$ cat src/hw/ctrl_pkg.sv
//////////////////////////////////////////////////////////////////////
// shared widths and enumerations for the core controller
// privilege, trap cause, exception kind, PC and trap selects
//////////////////////////////////////////////////////////////////////

package ctrl_pkg;

  // data and address width
  parameter int unsigned XLEN = 32;

  // cause encoding leaves room for fast ids 0..14 below the NMI code
  parameter int unsigned NUM_FAST_IRQ_MAX = 15;

  typedef enum logic [1:0] {
    PRIV_LVL_U = 2'b00,
    PRIV_LVL_M = 2'b11
  } priv_lvl_e;

  // mcause values, bit 5 marks an interrupt
  typedef enum logic [5:0] {
    EXC_CAUSE_INSN_ADDR_MISA     = 6'd0,
    EXC_CAUSE_INSTR_ACCESS_FAULT = 6'd1,
    EXC_CAUSE_ILLEGAL_INSN       = 6'd2,
    EXC_CAUSE_BREAKPOINT         = 6'd3,
    EXC_CAUSE_LOAD_ACCESS_FAULT  = 6'd5,
    EXC_CAUSE_STORE_ACCESS_FAULT = 6'd7,
    EXC_CAUSE_ECALL_UMODE        = 6'd8,
    EXC_CAUSE_ECALL_MMODE        = 6'd11,
    EXC_CAUSE_IRQ_SOFTWARE_M     = 6'd35,
    EXC_CAUSE_IRQ_TIMER_M        = 6'd39,
    EXC_CAUSE_IRQ_EXTERNAL_M     = 6'd43,
    EXC_CAUSE_IRQ_FAST_0         = 6'd48,
    EXC_CAUSE_IRQ_NM             = 6'd63
  } exc_cause_e;

  // winner of the synchronous exception priority chain
  typedef enum logic [2:0] {
    EXC_KIND_NONE,
    EXC_KIND_FETCH_ERR,
    EXC_KIND_ILLEGAL,
    EXC_KIND_ECALL,
    EXC_KIND_EBREAK,
    EXC_KIND_STORE_ERR,
    EXC_KIND_LOAD_ERR
  } exc_kind_e;

  typedef enum logic [1:0] {
    PC_BOOT,
    PC_JUMP,
    PC_EXC,
    PC_ERET
  } pc_sel_e;

  typedef enum logic {
    EXC_PC_EXC,
    EXC_PC_IRQ
  } exc_pc_sel_e;

  typedef enum logic [1:0] {
    TRAP_NONE,
    TRAP_EXC,
    TRAP_IRQ
  } trap_sel_e;

endpackage

$ cat src/hw/core_ctrl.sv
//////////////////////////////////////////////////////////////////////
// core controller top: exception detection, interrupt arbiter,
// controller FSM and trap cause output
//////////////////////////////////////////////////////////////////////

`timescale 1ns/10ps

module core_ctrl import ctrl_pkg::*; #(
  parameter int unsigned NumFastIrq = 15
) (
  input  logic                  clk_i,
  input  logic                  rst_ni,
  // fetch and decode
  input  logic                  fetch_enable_i,
  input  logic                  instr_valid_i,
  input  logic                  illegal_insn_i,
  input  logic                  ecall_insn_i,
  input  logic                  mret_insn_i,
  input  logic                  wfi_insn_i,
  input  logic                  ebrk_insn_i,
  input  logic                  csr_pipe_flush_i,
  input  logic                  instr_fetch_err_i,
  input  logic                  instr_fetch_err_plus2_i,
  input  logic                  instr_is_compressed_i,
  input  logic [XLEN-1:0]       instr_i,
  input  logic [15:0]           instr_compressed_i,
  input  logic [XLEN-1:0]       pc_id_i,
  input  logic [XLEN-1:0]       lsu_addr_last_i,
  // LSU and privilege
  input  logic                  load_err_i,
  input  logic                  store_err_i,
  input  priv_lvl_e             priv_mode_i,
  input  logic                  csr_mstatus_tw_i,
  input  logic                  csr_mstatus_mie_i,
  // interrupts
  input  logic                  irq_pending_i,
  input  logic                  irq_nm_i,
  input  logic                  irq_software_i,
  input  logic                  irq_timer_i,
  input  logic                  irq_external_i,
  input  logic [NumFastIrq-1:0] irq_fast_i,
  // branches and stalls
  input  logic                  branch_set_i,
  input  logic                  jump_set_i,
  input  logic                  stall_id_i,
  input  logic                  lsu_req_in_id_i,
  // control outputs
  output logic                  ctrl_busy_o,
  output logic                  instr_valid_clear_o,
  output logic                  id_in_ready_o,
  output logic                  controller_run_o,
  output logic                  instr_req_o,
  output logic                  pc_set_o,
  output pc_sel_e               pc_mux_o,
  output exc_pc_sel_e           exc_pc_mux_o,
  output exc_cause_e            exc_cause_o,
  output logic                  csr_save_if_o,
  output logic                  csr_save_id_o,
  output logic                  csr_restore_mret_id_o,
  output logic                  csr_save_cause_o,
  output logic [XLEN-1:0]       csr_mtval_o,
  output logic                  flush_id_o,
  output logic                  nmi_mode_o
);

  exc_kind_e  exc_kind;
  exc_cause_e irq_cause;
  trap_sel_e  trap_sel;
  logic       exc_pending, special_req, fetch_err_now, in_flush;
  logic       mret, wfi, csr_flush, handle_irq, irq_is_nmi;

  ctrl_exc_detect i_exc_detect (
    .clk_i, .rst_ni, .instr_valid_i, .illegal_insn_i, .ecall_insn_i, .mret_insn_i,
    .wfi_insn_i, .ebrk_insn_i, .csr_pipe_flush_i, .instr_fetch_err_i, .load_err_i,
    .store_err_i, .priv_mode_i, .csr_mstatus_tw_i,
    .in_flush_i      (in_flush),
    .exc_kind_o      (exc_kind),
    .exc_pending_o   (exc_pending),
    .special_req_o   (special_req),
    .fetch_err_now_o (fetch_err_now),
    .mret_o          (mret),
    .wfi_o           (wfi),
    .csr_flush_o     (csr_flush)
  );

  ctrl_irq_arbiter #(.NumFastIrq(NumFastIrq)) i_irq_arbiter (
    .irq_pending_i, .irq_nm_i, .irq_software_i, .irq_timer_i, .irq_external_i,
    .irq_fast_i, .csr_mstatus_mie_i,
    .nmi_mode_i   (nmi_mode_o),
    .handle_irq_o (handle_irq),
    .irq_is_nmi_o (irq_is_nmi),
    .irq_cause_o  (irq_cause)
  );

  ctrl_fsm i_fsm (
    .clk_i, .rst_ni, .fetch_enable_i, .instr_valid_i,
    .exc_pending_i   (exc_pending),
    .special_req_i   (special_req),
    .fetch_err_now_i (fetch_err_now),
    .mret_i          (mret),
    .wfi_i           (wfi),
    .csr_flush_i     (csr_flush),
    .handle_irq_i    (handle_irq),
    .irq_is_nmi_i    (irq_is_nmi),
    .irq_nm_i, .irq_pending_i, .branch_set_i, .jump_set_i, .stall_id_i, .lsu_req_in_id_i,
    .ctrl_busy_o, .instr_valid_clear_o, .id_in_ready_o, .controller_run_o, .instr_req_o,
    .pc_set_o, .pc_mux_o, .exc_pc_mux_o, .csr_save_if_o, .csr_save_id_o,
    .csr_restore_mret_id_o, .csr_save_cause_o, .flush_id_o, .nmi_mode_o,
    .trap_sel_o      (trap_sel),
    .in_flush_o      (in_flush)
  );

  ctrl_trap_out i_trap_out (
    .trap_sel_i  (trap_sel),
    .exc_kind_i  (exc_kind),
    .irq_cause_i (irq_cause),
    .priv_mode_i, .pc_id_i, .instr_fetch_err_plus2_i, .instr_i, .instr_compressed_i,
    .instr_is_compressed_i, .lsu_addr_last_i, .exc_cause_o, .csr_mtval_o
  );

endmodule

$ cat src/hw/ctrl_exc_detect.sv
//////////////////////////////////////////////////////////////////////
// exception detection: qualifies decoder and LSU flags, registers
// the requests and picks the highest-priority exception
//////////////////////////////////////////////////////////////////////

`timescale 1ns/10ps

module ctrl_exc_detect import ctrl_pkg::*; (
  input  logic      clk_i,
  input  logic      rst_ni,
  input  logic      instr_valid_i,
  input  logic      illegal_insn_i,
  input  logic      ecall_insn_i,
  input  logic      mret_insn_i,
  input  logic      wfi_insn_i,
  input  logic      ebrk_insn_i,
  input  logic      csr_pipe_flush_i,
  input  logic      instr_fetch_err_i,
  input  logic      load_err_i,
  input  logic      store_err_i,
  input  priv_lvl_e priv_mode_i,
  input  logic      csr_mstatus_tw_i,
  input  logic      in_flush_i,
  output exc_kind_e exc_kind_o,
  output logic      exc_pending_o,
  output logic      special_req_o,
  output logic      fetch_err_now_o,
  output logic      mret_o,
  output logic      wfi_o,
  output logic      csr_flush_o
);

  logic ecall, ebrk, fetch_err, illegal_umode;
  logic illegal_d, illegal_q;
  logic exc_req_d, exc_req_q;
  logic load_err_q, store_err_q;

  // decoder flags only count with a valid instruction in ID
  assign ecall       = ecall_insn_i & instr_valid_i;
  assign ebrk        = ebrk_insn_i & instr_valid_i;
  assign fetch_err   = instr_fetch_err_i & instr_valid_i;
  assign mret_o      = mret_insn_i & instr_valid_i;
  assign wfi_o       = wfi_insn_i & instr_valid_i;
  assign csr_flush_o = csr_pipe_flush_i & instr_valid_i;

  // MRET below M-mode, and WFI with TW set, trap as illegal
  assign illegal_umode = (priv_mode_i != PRIV_LVL_M) &
                         (mret_o | (csr_mstatus_tw_i & wfi_o));

  // requests drop while FLUSH handles them
  assign illegal_d = ((illegal_insn_i & instr_valid_i) | illegal_umode) & ~in_flush_i;
  assign exc_req_d = (ecall | ebrk | fetch_err | illegal_d) & ~in_flush_i;

  assign fetch_err_now_o = fetch_err & ~in_flush_i;
  assign special_req_o   = mret_o | wfi_o | csr_flush_o | exc_req_d | load_err_i | store_err_i;
  assign exc_pending_o   = exc_req_q | load_err_q | store_err_q;

  always_ff @(posedge clk_i or negedge rst_ni) begin
    if (!rst_ni) begin
      illegal_q   <= 1'b0;
      exc_req_q   <= 1'b0;
      load_err_q  <= 1'b0;
      store_err_q <= 1'b0;
    end else begin
      illegal_q   <= illegal_d;
      exc_req_q   <= exc_req_d;
      load_err_q  <= load_err_i & ~in_flush_i;
      store_err_q <= store_err_i & ~in_flush_i;
    end
  end

  // fixed priority, fetch error first, LSU errors last
  always_comb begin
    if (fetch_err) begin
      exc_kind_o = EXC_KIND_FETCH_ERR;
    end else if (illegal_q) begin
      exc_kind_o = EXC_KIND_ILLEGAL;
    end else if (ecall) begin
      exc_kind_o = EXC_KIND_ECALL;
    end else if (ebrk) begin
      exc_kind_o = EXC_KIND_EBREAK;
    end else if (store_err_q) begin
      exc_kind_o = EXC_KIND_STORE_ERR;
    end else if (load_err_q) begin
      exc_kind_o = EXC_KIND_LOAD_ERR;
    end else begin
      exc_kind_o = EXC_KIND_NONE;
    end
  end

endmodule

$ cat src/hw/ctrl_fsm.sv
//////////////////////////////////////////////////////////////////////
// controller state machine with NMI mode, PC redirect,
// CSR save and restore strobes and IF/ID stall control
//////////////////////////////////////////////////////////////////////

`timescale 1ns/10ps

module ctrl_fsm import ctrl_pkg::*; (
  input  logic        clk_i,
  input  logic        rst_ni,
  input  logic        fetch_enable_i,
  input  logic        instr_valid_i,
  input  logic        exc_pending_i,
  input  logic        special_req_i,
  input  logic        fetch_err_now_i,
  input  logic        mret_i,
  input  logic        wfi_i,
  input  logic        csr_flush_i,
  input  logic        handle_irq_i,
  input  logic        irq_is_nmi_i,
  input  logic        irq_nm_i,
  input  logic        irq_pending_i,
  input  logic        branch_set_i,
  input  logic        jump_set_i,
  input  logic        stall_id_i,
  input  logic        lsu_req_in_id_i,
  output logic        ctrl_busy_o,
  output logic        instr_valid_clear_o,
  output logic        id_in_ready_o,
  output logic        controller_run_o,
  output logic        instr_req_o,
  output logic        pc_set_o,
  output pc_sel_e     pc_mux_o,
  output exc_pc_sel_e exc_pc_mux_o,
  output logic        csr_save_if_o,
  output logic        csr_save_id_o,
  output logic        csr_restore_mret_id_o,
  output logic        csr_save_cause_o,
  output logic        flush_id_o,
  output logic        nmi_mode_o,
  output trap_sel_e   trap_sel_o,
  output logic        in_flush_o
);

  typedef enum logic [2:0] {
    RESET, BOOT_SET, WAIT_SLEEP, SLEEP, FIRST_FETCH, DECODE, FLUSH, IRQ_TAKEN
  } ctrl_state_e;

  ctrl_state_e state_q, state_d;
  logic        nmi_mode_q, nmi_mode_d;
  logic        stall, halt_if, retain_id;

  // multicycle op or outstanding LSU request in ID
  assign stall = stall_id_i | lsu_req_in_id_i;

  //////////////////////////////////////////////////////////////////////
  // next state and outputs
  //////////////////////////////////////////////////////////////////////

  always_comb begin
    state_d               = state_q;
    nmi_mode_d            = nmi_mode_q;
    instr_req_o           = 1'b1;
    ctrl_busy_o           = 1'b1;
    controller_run_o      = 1'b0;
    pc_set_o              = 1'b0;
    pc_mux_o              = PC_BOOT;
    exc_pc_mux_o          = EXC_PC_IRQ;
    csr_save_if_o         = 1'b0;
    csr_restore_mret_id_o = 1'b0;
    csr_save_cause_o      = 1'b0;
    trap_sel_o            = TRAP_NONE;
    halt_if               = 1'b0;
    retain_id             = 1'b0;
    flush_id_o            = 1'b0;

    unique case (state_q)
      RESET: begin
        // boot address stays selected until fetch is enabled
        instr_req_o = 1'b0;
        halt_if     = 1'b1;
        pc_set_o    = 1'b1;
        if (fetch_enable_i) begin
          state_d = BOOT_SET;
        end
      end
      BOOT_SET: begin
        pc_set_o = 1'b1;
        state_d  = FIRST_FETCH;
      end
      WAIT_SLEEP: begin
        ctrl_busy_o = 1'b0;
        instr_req_o = 1'b0;
        halt_if     = 1'b1;
        flush_id_o  = 1'b1;
        state_d     = SLEEP;
      end
      SLEEP: begin
        instr_req_o = 1'b0;
        halt_if     = 1'b1;
        flush_id_o  = 1'b1;
        // any pending request wakes the core, even with MIE clear
        if (irq_nm_i || irq_pending_i) begin
          state_d = FIRST_FETCH;
        end else begin
          ctrl_busy_o = 1'b0;
        end
      end
      FIRST_FETCH: begin
        if (!stall) begin
          state_d = DECODE;
        end
        if (handle_irq_i) begin
          halt_if = 1'b1;
          state_d = IRQ_TAKEN;
        end
      end
      DECODE: begin
        controller_run_o = 1'b1;
        pc_mux_o         = PC_JUMP;
        // keep the instruction in ID so FLUSH can see what it was
        if (special_req_i) begin
          retain_id = 1'b1;
          state_d   = FLUSH;
        end
        // a faulting fetch must not redirect
        if ((branch_set_i || jump_set_i) && !fetch_err_now_i) begin
          pc_set_o = 1'b1;
        end
        // interrupt waits for the current instruction, IF held meanwhile
        if (handle_irq_i && stall) begin
          halt_if = 1'b1;
        end
        if (handle_irq_i && !stall && !special_req_i) begin
          halt_if = 1'b1;
          state_d = IRQ_TAKEN;
        end
      end
      IRQ_TAKEN: begin
        pc_mux_o     = PC_EXC;
        exc_pc_mux_o = EXC_PC_IRQ;
        if (handle_irq_i) begin
          pc_set_o         = 1'b1;
          csr_save_if_o    = 1'b1;
          csr_save_cause_o = 1'b1;
          trap_sel_o       = TRAP_IRQ;
          if (irq_is_nmi_i) begin
            nmi_mode_d = 1'b1;
          end
        end
        state_d = DECODE;
      end
      FLUSH: begin
        halt_if    = 1'b1;
        flush_id_o = 1'b1;
        state_d    = DECODE;
        if (exc_pending_i) begin
          pc_set_o         = 1'b1;
          pc_mux_o         = PC_EXC;
          exc_pc_mux_o     = EXC_PC_EXC;
          csr_save_cause_o = 1'b1;
          trap_sel_o       = TRAP_EXC;
        end else if (mret_i) begin
          pc_set_o              = 1'b1;
          pc_mux_o              = PC_ERET;
          csr_restore_mret_id_o = 1'b1;
          nmi_mode_d            = 1'b0;
        end else if (wfi_i) begin
          state_d = WAIT_SLEEP;
        end else if (csr_flush_i && handle_irq_i) begin
          // CSR writes may just have enabled an interrupt
          state_d = IRQ_TAKEN;
        end
      end
      default: begin
        instr_req_o = 1'b0;
        state_d     = RESET;
      end
    endcase
  end

  // mepc always comes from IF here, ID path unused without writeback
  assign csr_save_id_o = 1'b0;

  assign id_in_ready_o       = ~stall & ~halt_if & ~retain_id;
  assign instr_valid_clear_o = (instr_valid_i & ~(stall | retain_id)) | flush_id_o;
  assign in_flush_o          = (state_q == FLUSH);
  assign nmi_mode_o          = nmi_mode_q;

  always_ff @(posedge clk_i or negedge rst_ni) begin
    if (!rst_ni) begin
      state_q    <= RESET;
      nmi_mode_q <= 1'b0;
    end else begin
      state_q    <= state_d;
      nmi_mode_q <= nmi_mode_d;
    end
  end

endmodule

$ cat src/hw/ctrl_irq_arbiter.sv
//////////////////////////////////////////////////////////////////////
// interrupt arbitration: take decision and winning cause code
//////////////////////////////////////////////////////////////////////

`timescale 1ns/10ps

module ctrl_irq_arbiter import ctrl_pkg::*; #(
  parameter int unsigned NumFastIrq = 15
) (
  input  logic                  irq_pending_i,
  input  logic                  irq_nm_i,
  input  logic                  irq_software_i,
  input  logic                  irq_timer_i,
  input  logic                  irq_external_i,
  input  logic [NumFastIrq-1:0] irq_fast_i,
  input  logic                  csr_mstatus_mie_i,
  input  logic                  nmi_mode_i,
  output logic                  handle_irq_o,
  output logic                  irq_is_nmi_o,
  output exc_cause_e            irq_cause_o
);

  localparam int unsigned IdW = $clog2(NUM_FAST_IRQ_MAX + 1);

  logic [IdW-1:0] fast_id;

  // nothing nests inside an NMI handler
  assign handle_irq_o = ~nmi_mode_i & (irq_nm_i | (irq_pending_i & csr_mstatus_mie_i));
  assign irq_is_nmi_o = ~nmi_mode_i & irq_nm_i;

  // ascending scan, so the highest set id wins
  always_comb begin
    fast_id = '0;
    for (int unsigned i = 0; i < NumFastIrq; i++) begin
      if (irq_fast_i[i]) begin
        fast_id = IdW'(i);
      end
    end
  end

  always_comb begin
    irq_cause_o = EXC_CAUSE_IRQ_TIMER_M;
    if (irq_nm_i) begin
      irq_cause_o = EXC_CAUSE_IRQ_NM;
    end else if (|irq_fast_i) begin
      // fast n lands at 48 + n
      irq_cause_o = exc_cause_e'(EXC_CAUSE_IRQ_FAST_0 + 6'(fast_id));
    end else if (irq_external_i) begin
      irq_cause_o = EXC_CAUSE_IRQ_EXTERNAL_M;
    end else if (irq_software_i) begin
      irq_cause_o = EXC_CAUSE_IRQ_SOFTWARE_M;
    end else if (irq_timer_i) begin
      irq_cause_o = EXC_CAUSE_IRQ_TIMER_M;
    end
  end

endmodule

$ cat src/hw/ctrl_trap_out.sv
//////////////////////////////////////////////////////////////////////
// trap cause and mtval for the trap the FSM selects
//////////////////////////////////////////////////////////////////////

`timescale 1ns/10ps

module ctrl_trap_out import ctrl_pkg::*; (
  input  trap_sel_e        trap_sel_i,
  input  exc_kind_e        exc_kind_i,
  input  exc_cause_e       irq_cause_i,
  input  priv_lvl_e        priv_mode_i,
  input  logic [XLEN-1:0]  pc_id_i,
  input  logic             instr_fetch_err_plus2_i,
  input  logic [XLEN-1:0]  instr_i,
  input  logic [15:0]      instr_compressed_i,
  input  logic             instr_is_compressed_i,
  input  logic [XLEN-1:0]  lsu_addr_last_i,
  output exc_cause_e       exc_cause_o,
  output logic [XLEN-1:0]  csr_mtval_o
);

  exc_cause_e      exc_cause;
  logic [XLEN-1:0] exc_mtval;

  // cause and mtval per exception kind
  always_comb begin
    exc_cause = EXC_CAUSE_INSN_ADDR_MISA;
    exc_mtval = '0;
    unique case (exc_kind_i)
      EXC_KIND_FETCH_ERR: begin
        exc_cause = EXC_CAUSE_INSTR_ACCESS_FAULT;
        // fault in the upper half of an unaligned fetch
        exc_mtval = instr_fetch_err_plus2_i ? (pc_id_i + XLEN'(2)) : pc_id_i;
      end
      EXC_KIND_ILLEGAL: begin
        exc_cause = EXC_CAUSE_ILLEGAL_INSN;
        exc_mtval = instr_is_compressed_i ? XLEN'(instr_compressed_i) : instr_i;
      end
      EXC_KIND_ECALL: begin
        exc_cause = (priv_mode_i == PRIV_LVL_M) ? EXC_CAUSE_ECALL_MMODE :
                                                  EXC_CAUSE_ECALL_UMODE;
      end
      EXC_KIND_EBREAK: begin
        exc_cause = EXC_CAUSE_BREAKPOINT;
      end
      EXC_KIND_STORE_ERR: begin
        exc_cause = EXC_CAUSE_STORE_ACCESS_FAULT;
        exc_mtval = lsu_addr_last_i;
      end
      EXC_KIND_LOAD_ERR: begin
        exc_cause = EXC_CAUSE_LOAD_ACCESS_FAULT;
        exc_mtval = lsu_addr_last_i;
      end
      default: begin
        exc_cause = EXC_CAUSE_INSN_ADDR_MISA;
      end
    endcase
  end

  // interrupts leave mtval at zero
  assign exc_cause_o = (trap_sel_i == TRAP_IRQ) ? irq_cause_i :
                       (trap_sel_i == TRAP_EXC) ? exc_cause : EXC_CAUSE_INSN_ADDR_MISA;
  assign csr_mtval_o = (trap_sel_i == TRAP_EXC) ? exc_mtval : '0;

endmodule

$ cat config.mk
export PLATFORM = sky130hd
export DESIGN_NAME = core_ctrl
export DESIGN_NICKNAME = d
export VERILOG_FILES = /design/src/hw/ctrl_pkg.sv /design/src/hw/core_ctrl.sv /design/src/hw/ctrl_exc_detect.sv /design/src/hw/ctrl_fsm.sv /design/src/hw/ctrl_irq_arbiter.sv /design/src/hw/ctrl_trap_out.sv
export SDC_FILE = /design/constraint.sdc
export NUM_CORES = 1
export LEC_CHECK = 0
export ABC_AREA = 1
export BUFFER_PORTS_ARGS = -buffer_cell sky130_fd_sc_hd__buf_2
export CORE_UTILIZATION = 42
export DETAILED_ROUTE_END_ITERATION = 10
export PLACE_DENSITY = 0.83
export SLEW_MARGIN = 20
export SYNTH_ARGS = -nofsm -noshare
export SYNTH_HDL_FRONTEND = slang
export SYNTH_SLANG_ARGS = --single-unit
$ cat constraint.sdc
create_clock -name clk_i -period 3.3 [get_ports clk_i]
set_input_delay 0.66 -clock clk_i [delete_from_list [all_inputs] [get_ports clk_i]]
set_output_delay 0.66 -clock clk_i [all_outputs]
set_load 0.02 [all_outputs]
==> After elaboration in Yosys (flattened, before gate mapping) <==
Index checks and enable logic that the tools add are counted.
{ "totals": {"ff_bits": 8, "output_inout_bits": 53, "inputBits": 155, "elab_cells": 171} }
{ "op_classes": {"add_sub_neg": 2, "n_eq_ne": 25, "reduce_logical": 20, "mux": 76, "bitwise_logic": 42} }
{ "ops": {"columns": ["cell", "n"], "rows": [
  ["$mux W32", 3],
  ["$pmux W32 S3", 1],
  ["$mux W3", 20],
  ["$pmux W6 S6", 1],
  ["$add A32 B2 Y32 const B", 1],
  ["$mux W6", 5],
  ["$mux W4", 7],
  ["$mux W1", 24],
  ["$pmux W3 S8", 1],
  ["$eq A3 B3 Y1 const B", 7],
  ["$and A1 B1 Y1", 20],
  ["$or A1 B1 Y1", 16],
  ["$reduce_or A15 Y1", 1],
  ["$mux W2", 7],
  ["$eq A3 B2 Y1 const B", 4],
  ["$ne A2 B2 Y1 const B", 4],
  ["$add A5 B5 Y6 const A", 1],
  ["$eq A3 B1 Y1 const B", 2],
  ["$ne A2 B1 Y1 const B", 3],
  ["$not A1 Y1", 6],
  ["$pmux W1 S2", 3],
  ["$pmux W2 S3", 1],
  ["$reduce_or A3 Y1", 2],
  ["$logic_and A1 B1 Y1", 5],
  ["15 further kinds", 20]
]} }

==> Depth between registers and ports, before layout <==
Gate-level depths: netlist of the first run.
{ "depth": {"ltp_word": 18, "mapped_depth": 17, "ltp_nobuf": 17} }

==> By module <==
A second synthesis of the first run with hierarchy kept.
{ "unflattened": {"cells_unflattened": 615, "area_unflattened_um2": 3123.0} }
{ "by_module_without_submodules": {"columns": ["mod", "area_each_um2", "n_inst", "cells_each", "seq_area_each_um2"], "rows": [
  ["ctrl_trap_out", 2035.7, 1, 422, 0.0],
  ["ctrl_fsm", 516.7, 1, 88, 100.1],
  ["ctrl_exc_detect", 319.1, 1, 45, 100.1],
  ["ctrl_irq_arbiter", 251.5, 1, 60, 0.0]
]} }

==> Worst setup path after synthesis of the first run <==
No wires, ideal clock.
{ "synth_timing": {"kind": "in2out", "from": "input instr_valid_i", "to": "output csr_mtval_o[25]", "setup_slack_ns": 0.224, "n_path_buf": 2, "path_stages": 12, "required_time_ns": 2.640, "arrival_ns": 2.416, "cell_sequence": "buf_2 nand2_1 inv_1 nor3_1 nor2_1 nor2_1 inv_1 ha_1 nor2_4 inv_2 buf_2 a31oi_1"} }
{ "synth_via": {"elab_chain_len": 9, "elab_cells_between_ends": 14, "cone_classes": "4 x eq/ne; 6 x mux; 3 x bitwise; 1 x reduce/logical"} }
{ "synth_lines": {"columns": ["element", "line_no", "rtl"], "rows": [
  ["from (decl)", "core_ctrl.sv:15", "input logic instr_valid_i,"],
  ["$and A1 B1 Y1", "ctrl_exc_detect.sv:40", "assign ebrk = ebrk_insn_i & instr_valid_i;"],
  ["$mux W3", "ctrl_exc_detect.sv:80", "end else if (ebrk) begin"],
  ["$mux W3", "ctrl_exc_detect.sv:78", "end else if (ecall) begin"],
  ["$mux W3", "ctrl_exc_detect.sv:76", "end else if (illegal_q) begin"],
  ["$mux W3 *", "ctrl_exc_detect.sv:74", "if (fetch_err) begin"],
  ["$eq A3 B3 Y1", "ctrl_trap_out.sv:29", "unique case (exc_kind_i)"],
  ["$reduce_or A2 Y1 (no source line)", null, null],
  ["$pmux W32 S3 *", "ctrl_trap_out.sv:29", null],
  ["$mux W32 *", "ctrl_trap_out.sv:63", "assign csr_mtval_o = (trap_sel_i == TRAP_EXC) ? exc_mtval : '0;"],
  ["to (decl)", "core_ctrl.sv:61", "output logic [XLEN-1:0] csr_mtval_o,"]
]} }
Every way passes the cells marked *; elsewhere a longest branch is shown, timed or not.

==> Worst setup path in the final report of the first run <==
{ "layout_timing": {"from": "input instr_valid_i", "to": "output csr_mtval_o[3]"} }
The elaborated chain is that of the path after synthesis.

==> results of run 1 <==
[layer usage]
metal | vias up | track usage | routed length [um]
met5 | - | 0 | 0
met4 | 0 | 0.0832 | 245
met3 | 20 | 0.0297 | 852
met2 | 218 | 0.583 | 5790
met1 | 1938 | 0.374 | 4760
li1 | 2120 | - | -
[metrics by stage]
step,setup WS (ns),utilization,hold WS (ns)
global placement,-0.452,0.619,0.515
floorplan,0.224,-,0.364
global route,-0.0337,0.660,0.295
CTS,0.0206,0.629,0.280
detailed placement,-0.615,0.619,0.522
finish,0.0794,0.660,0.280
[cell usage in the layout (no fill, tap or decap), types with 6 or more instances in the layout]
cell type,n
buf_2,201
a32o_1,8
nand3_1,25
nor3_1,8
buf_4,26
nor2_4,10
a31oi_1,10
a21oi_1,15
inv_2,6
xor2_1,14
inv_1,63
nand4_1,6
o21ai_0,17
xnor2_1,9
nor2_1,73
nand2_2,7
nand3_2,7
nand2_1,148
dfrtp_1,8
[state kept, by name, summed over array words and instances, names as in the netlist]
| register | count |
|---|---|
| i_fsm.state_q | 3 |
| i_exc_detect.exc_req_q | 1 |
| i_exc_detect.illegal_q | 1 |
| i_exc_detect.load_err_q | 1 |
| i_exc_detect.store_err_q | 1 |
| i_fsm.nmi_mode_o | 1 |
[power by group through the flow]
| stage | combinational, W | clock (W) | sequential [W] |
|---|---|---|---|
| after floorplan | 0.000685 | 0 | 0.000164 |
| after global placement | 0.00103 | 0 | 0.000168 |
| after detailed placement | 0.00105 | 0 | 0.000170 |
| after CTS | 0.00108 | 0.000124 | 0.000168 |
| after global routing | 0.00129 | 0.000130 | 0.000176 |
| final | 0.00118 | 0.000123 | 0.000171 |
[worst max-delay path by stage]
stage,from,end,slack [ns],cells after the start
2_1_floorplan,instr_valid_i,csr_mtval_o[25],0.22,12
3_3_place_gp,instr_valid_i,csr_mtval_o[12],-0.45,13
3_5_place_dp,instr_valid_i,csr_mtval_o[27],-0.61,13
4_1_cts,instr_valid_i,csr_mtval_o[27],0.02,13
5_1_grt,instr_valid_i,csr_mtval_o[3],-0.03,14
6_report,instr_valid_i,csr_mtval_o[3],0.08,14
[critical path, stage by stage]
cell	delay, ns
buf_2	0.13
nand2_2	0.07
inv_2	0.05
nor3_2	0.19
nor2_2	0.07
nor2_4	0.13
ha_2	0.22
nor2_4	0.07
nor2_2	0.43
nand2_1	0.15
o311ai_2	0.12
nand2_1	0.08
inv_1	0.05
buf_2	0.15
[timing repair]
action,CTS,global route
gates cloned,1,2
buffers inserted,0,7
endpoints found under the setup margin,34,33
gates resized for setup,3,37
pin swaps,1,6
[cell type report]
type / count / share of cell area
Timing Repair Buffer: 232 / 0.297
Multi-Input combinational cell: 416 / 0.559
Tap cell: 77 / 0.0228
Inverter: 70 / 0.0635
Clock buffer: 3 / 0.00979
Sequential cell: 8 / 0.0475
[synth_stat cells (3+ instances only)]
library cell,n,area (um2)
o31ai_1,4,30.0
nand2_2,4,25.0
nor2_1,76,285
buf_2,7,35.0
inv_1,65,244
xor2_1,14,123
or2_2,3,18.8
a31oi_1,10,62.6
a32o_1,8,80.1
xnor2_1,9,78.8
a211oi_1,3,22.5
nor4_1,4,25.0
nor2_2,4,25.0
nand4_1,6,37.5
buf_4,6,45.0
nand2_1,151,567
ha_1,5,62.6
nor2_4,6,67.6
o311ai_1,3,26.3
a21oi_1,17,85.1
nand3_1,25,125
nor3_1,10,50.1
a221oi_1,7,61.3
nand3_2,7,70.1
dfrtp_1,8,200
o21ai_0,17,85.1
clkbuf_1,5,18.8
inv_2,5,18.8
[cells by family after synthesis]
| kind of cell | Yosys count | synth area share |
|---|---|---|
| fa+ha+maj | 5 | 0.0224 |
| buf+inv | 88 | 0.130 |
| simple gates | 302 | 0.496 |
| compound gates | 83 | 0.206 |
| flops | 8 | 0.0718 |
| other cells | 1 | 0.00134 |
| xor+xnor | 23 | 0.0722 |
==> results.json, run 1 <==
{
  "drc": 0,
  "grt_pass1_vias": 3963,
  "clk_latency_ns": 0.23,
  "postSynth.asyncResetShare": 1.00,
  "tns_ns": 0,
  "start_util": 0.437,
  "layout.cells.non_filler": 806,
  "slew_headroom": 0.650,
  "setup_violations": 0,
  "endpoint_kind": "primary output",
  "core_mm2": 0.00639,
  "drt-pass1-iter-count": 7,
  "rows": 29,
  "dpl_cell_area_mm2": 0.00396,
  "path_clk_slew_ns": 0.05,
  "place_hpwl_um": 9240,
  "min_period_over_period": 0.976,
  "finalNetCount": 891,
  "p_seq_frac": 0.116,
  "cp.arrival_ns": 2.56,
  "cts_tree": "yes",
  "n_antenna_cell": 0,
  "dp_cells": 793,
  "clock_sinks": 8,
  "p_clk_frac": 0.084,
  "start_kind": "input port",
  "dr_total_vias": 4296,
  "cts.path.max_buffers": 2,
  "num_io_pins": 208,
  "place.gp.congestion": 0.926,
  "r2r_end": "i_fsm.state_q[0]",
  "synth-main-ff-cell": "dfrtp_1",
  "io_buffers": 205,
  "power_w": 0.00147,
  "cap_viol_max_count": 0,
  "die_y_um": 83.5,
  "regArea_um2": 200,
  "syn_nets": 670,
  "die_w_um": 83.5,
  "timing.fmax_mhz": 311,
  "cts_hold_buffers": 0,
  "r2r_start": "i_fsm.state_q[1]",
  "hp-class": "input port to asynchronous set/reset pin",
  "max-vdd-ir-drop_mv": 0.550,
  "cp.required_ns": 2.64,
  "multiInputGateArea_mm2": 0.00236,
  "worstSetupPathType": "input port to primary output",
  "syn_inst": 510,
  "switching_share": 0.550,
  "drt_iter0_drc": 234,
  "synth_cell_types": 42,
  "clock_skew_ns": 0.00226,
  "p_comb_frac": 0.800,
  "synth-seq-cells": 8,
  "n_fill_cell": 623,
  "cts_buffers": 3,
  "cts_root_buf": "clkbuf_8",
  "ff2ff_setup_slack_ns": 1.53,
  "yosys_warnings": 0,
  "dieArea_mm2": 0.00697,
  "post_drt_via_cell_ratio": 5.33,
  "synth_edf_count": 0,
  "status": "complete, no violations",
  "hold_violations": 0,
  "drv_slew": 0,
  "fin_crit_ns": 3.22,
  "layout-drive-gt1-share": 0.412,
  "syn_area_mm2": 0.00279,
  "grt_pass1_wl_um": 18000,
  "reg2reg_depth": 10,
  "avgSynthCellArea_um2": 5.47,
  "grt_overflow": 0,
  "grt_max_degree": 31,
  "worst_slew_pin_slew_ns": 0.524,
  "power.density_mw_per_mm2": 350,
  "routed_wl_um": 11600,
  "synth_sequential_area_ratio": 0.0718,
  "stdcell_area_mm2": 0.00422,
  "grt_usage": 0.310,
  "area_growth_pct": 51.2,
  "antenna_found_initial": 0,
  "htree_levels": 1,
  "leakagePower_nw": 2.33,
  "routedWlPerCell_um": 14.4,
  "power.switching_w": 0.000811,
  "p_int_w": 0.000663,
  "cp_max_fo": 7,
  "ant_nets": 0
}
Power figures use the tool's default switching activity.
==> run 2, diff against run 1 <==
--- a/config.mk
+++ b/config.mk
@@ -5,9 +5,8 @@
 export SDC_FILE = /design/constraint.sdc
 export NUM_CORES = 1
 export LEC_CHECK = 0
-export ABC_AREA = 1
 export BUFFER_PORTS_ARGS = -buffer_cell sky130_fd_sc_hd__buf_2
-export CORE_UTILIZATION = 42
+export CORE_UTILIZATION = 40
 export DETAILED_ROUTE_END_ITERATION = 10
 export PLACE_DENSITY = 0.83
 export SLEW_MARGIN = 20
==> run 2 against run 1 <==
Net effect: clock-buffer cell count unchanged; hold slack worse by 0.012 ns; setup slack worse by 0.012 ns; combinational power about the same; core utilization down 0.26 points; register-to-register slack worse by 0.18 ns; area after synthesis down 10%; die area down 5.6%; cell area down 6.6%; first-iteration DRC count up 9.0%; synthesized cell count down 27%.
==> results.json, run 2 <==
{
  "ant_nets": 0,
  "htree_levels": 1,
  "use_met1": 0.292,
  "antenna_found_initial": 0,
  "synth-seq-cells": 8,
  "start_kind": "input port",
  "min_period_over_period": 0.980,
  "drc": 0,
  "reg2reg_depth": 5,
  "yosys_warnings": 0,
  "cpPeakStageDelay_ns": 0.35,
  "clock_skew_ns": 0.00484,
  "synth_area_leaders": "dfrtp_1 8.0%, mux2_2 7.6%, xnor2_1 5.9%",
  "grt_usage": 0.271,
  "cp_top_family": "simple AND/OR/NAND/NOR gates",
  "cts_tree": "yes",
  "postSynth.asyncResetShare": 1.00,
  "layout-drive-gt1-share": 0.508,
  "start_util": 0.418,
  "worstSetupPathType": "input port to primary output",
  "core_mm2": 0.00599,
  "power.density_mw_per_mm2": 370,
  "cts_root_buf": "clkbuf_8",
  "fin_crit_ns": 3.23,
  "worst_slack_ns": 0.0675,
  "grt_pass1_wl_um": 14300,
  "dp_cells": 649,
  "synth_top_area_cell": "dfrtp_1",
  "slew_headroom": 0.572,
  "synth_edf_count": 0,
  "cts_hold_buffers": 0,
  "ff2ff_setup_slack_ns": 1.35,
  "grt_max_degree": 33,
  "crit_slowest_cell": "a222oi_1",
  "post_drt_via_cell_ratio": 5.79,
  "die_y_um": 81.1,
  "dr_total_vias": 3788,
  "crit_top_cell": "nand2_1",
  "cp.required_ns": 2.64,
  "hold_violations": 0,
  "cp_cell_sequence": "clkbuf_4 -> a21oi_1 -> nand2_1 -> nand2_1 -> inv_1 -> ha_2 -> or2_2 -> and2_4 -> a222oi_1 -> nor2_1 -> buf_2",
  "routed_wl_um": 9900,
  "status": "complete, no violations",
  "num_io_pins": 208,
  "grt_pass1_vias": 3285,
  "cts.path.max_buffers": 2,
  "syn_inst": 374,
  "cp_max_fo": 7,
  "met2_usage": 0.535,
  "synth_cell_types": 57,
  "layout.cells.non_filler": 654,
  "die_w_um": 81.1,
  "area_growth_pct": 57.4,
  "clk_latency_ns": 0.23,
  "avgSynthCellArea_um2": 6.69,
  "grt_overflow": 0,
  "cp_num_buf_inv": 3,
  "drt-pass1-iter-count": 5,
  "regMostFlops": "i_fsm.state_q",
  "layout_commonest_cell": "buf_2",
  "timing.fmax_mhz": 309,
  "hp-class": "input port to asynchronous set/reset pin",
  "syn_area_mm2": 0.00250,
  "yosys.area.top_type_share": 0.0800,
  "synth_commonest_cells": "35 x nand2_1, 25 x clkbuf_1, 25 x nor2_1",
  "power_w": 0.00146,
  "max-vdd-ir-drop_mv": 0.544,
  "layout_common_cells": "197 x buf_2, 34 x nand2_1, 31 x buf_4, 25 x nor2_1, 19 x and3_1",
  "drv_slew": 0,
  "place_hpwl_um": 7800,
  "leakagePower_nw": 1.92,
  "largest_register_ffs": 3,
  "n_antenna_cell": 0,
  "finalNetCount": 741,
  "grt.busiest_layer": "met2",
  "dieArea_mm2": 0.00658,
  "worst_slew_pin_slew_ns": 0.637,
  "cap_viol_max_count": 0,
  "syn_nets": 534,
  "io_buffers": 205,
  "routedWlPerCell_um": 15.1,
  "met3_usage": 0.0225,
  "clock_sinks": 8,
  "place.gp.congestion": 0.893,
  "rows": 28,
  "endpoint_kind": "primary output",
  "path_depth": 11,
  "synth_sequential_area_ratio": 0.0800,
  "cp.arrival_ns": 2.57,
  "drt_iter0_drc": 255,
  "yosysMostFrequentCell": "nand2_1",
  "dp_slack_ns": -0.234,
  "setup_violations": 0,
  "path_clk_slew_ns": 0.04,
  "cts_buffers": 3,
  "synth-main-ff-cell": "dfrtp_1"
}
[run 2: cell count changes after synthesis, moves of 8 or more]
cell and change:
o22ai_1 +22, clkbuf_1 +20, and3_1 +19, a32o_1 -8, inv_1 -50, nand3_1 -13
nor2_1 -51, nand2_1 -116, a22oi_1 +13, xnor2_1 +8, mux2_2 +17
[run 2: worst paths after layout]
kind                                          from                     end
min in group clk_i                i_fsm.nmi_mode_o        i_fsm.nmi_mode_o
hold reg to reg                   i_fsm.nmi_mode_o        i_fsm.nmi_mode_o
setup reg to reg           i_exc_detect.load_err_q        i_fsm.state_q[0]
max in group asynchronous                   rst_ni        i_fsm.state_q[1]
hold / removal                              rst_ni  i_exc_detect.exc_req_q
setup / recovery                     instr_valid_i          csr_mtval_o[5]
[run 2: area by class of cell]
class	count	area, um2
clock buffers	3	41.3
flip-flops and latches	8	200
inverters	15	56.3
fillers	552	2050
well taps	75	93.8
multi-input cells	322	2280
repair buffers	231	1270
[run 2: kinds of logic (layout without fill, tap and decap cells)]
kind of cell	Yosys count	in the layout	synth area share
simple gates	154	155	0.339
compound gates	114	114	0.303
buf+inv	45	249	0.0700
xor+xnor	30	30	0.105
mux	17	17	0.0765
flops	8	8	0.0800
fa+ha+maj	5	5	0.0250
other cells	1	1	0.00150
[run 2: worst reg2reg max path, delay by kind of cell (launching register included)]
kind / cells / cell delay, ns
AOI/OAI and AO/OA: 2 / 0.39
DFF: 1 / 0.39
and+or+nand+nor: 3 / 1.05
[run 2: per-stage QoR]
| stage | hold WS [ns] | setup TNS, ns | util | cell area [um2] |
|---|---|---|---|---|
| floorplan | 0.364 | -0.805 | - | 2630 |
| detailed placement | 0.513 | -4.05 | 0.638 | 3820 |
| finish | 0.268 | 0 | 0.658 | 3940 |
| CTS | 0.274 | 0 | 0.645 | 3870 |
| global placement | 0.511 | -2.17 | 0.638 | 3820 |
| global route | 0.284 | -0.00930 | 0.658 | 3940 |
[run 2: report_power, final]
part / internal, W / switching [W] / total [W]
sequential: 0.000130 / 0.0000413 / 0.000171
combinational: 0.000472 / 0.000699 / 0.00117
clock: 0.0000790 / 0.0000380 / 0.000117
[run 2: per-layer routing]
layer	vias up	share of wire
li1	1833	-
met1	1722	0.38
met4	0	0.027
met5	-	0
met3	25	0.072
met2	208	0.52
[run 2: what timing repair did]
action	4_1_cts	5_1_grt
setup buffers	0	1
resized for setup	3	17
endpoints found under the setup margin	27	27
pin swaps	1	0
cloned	0	1
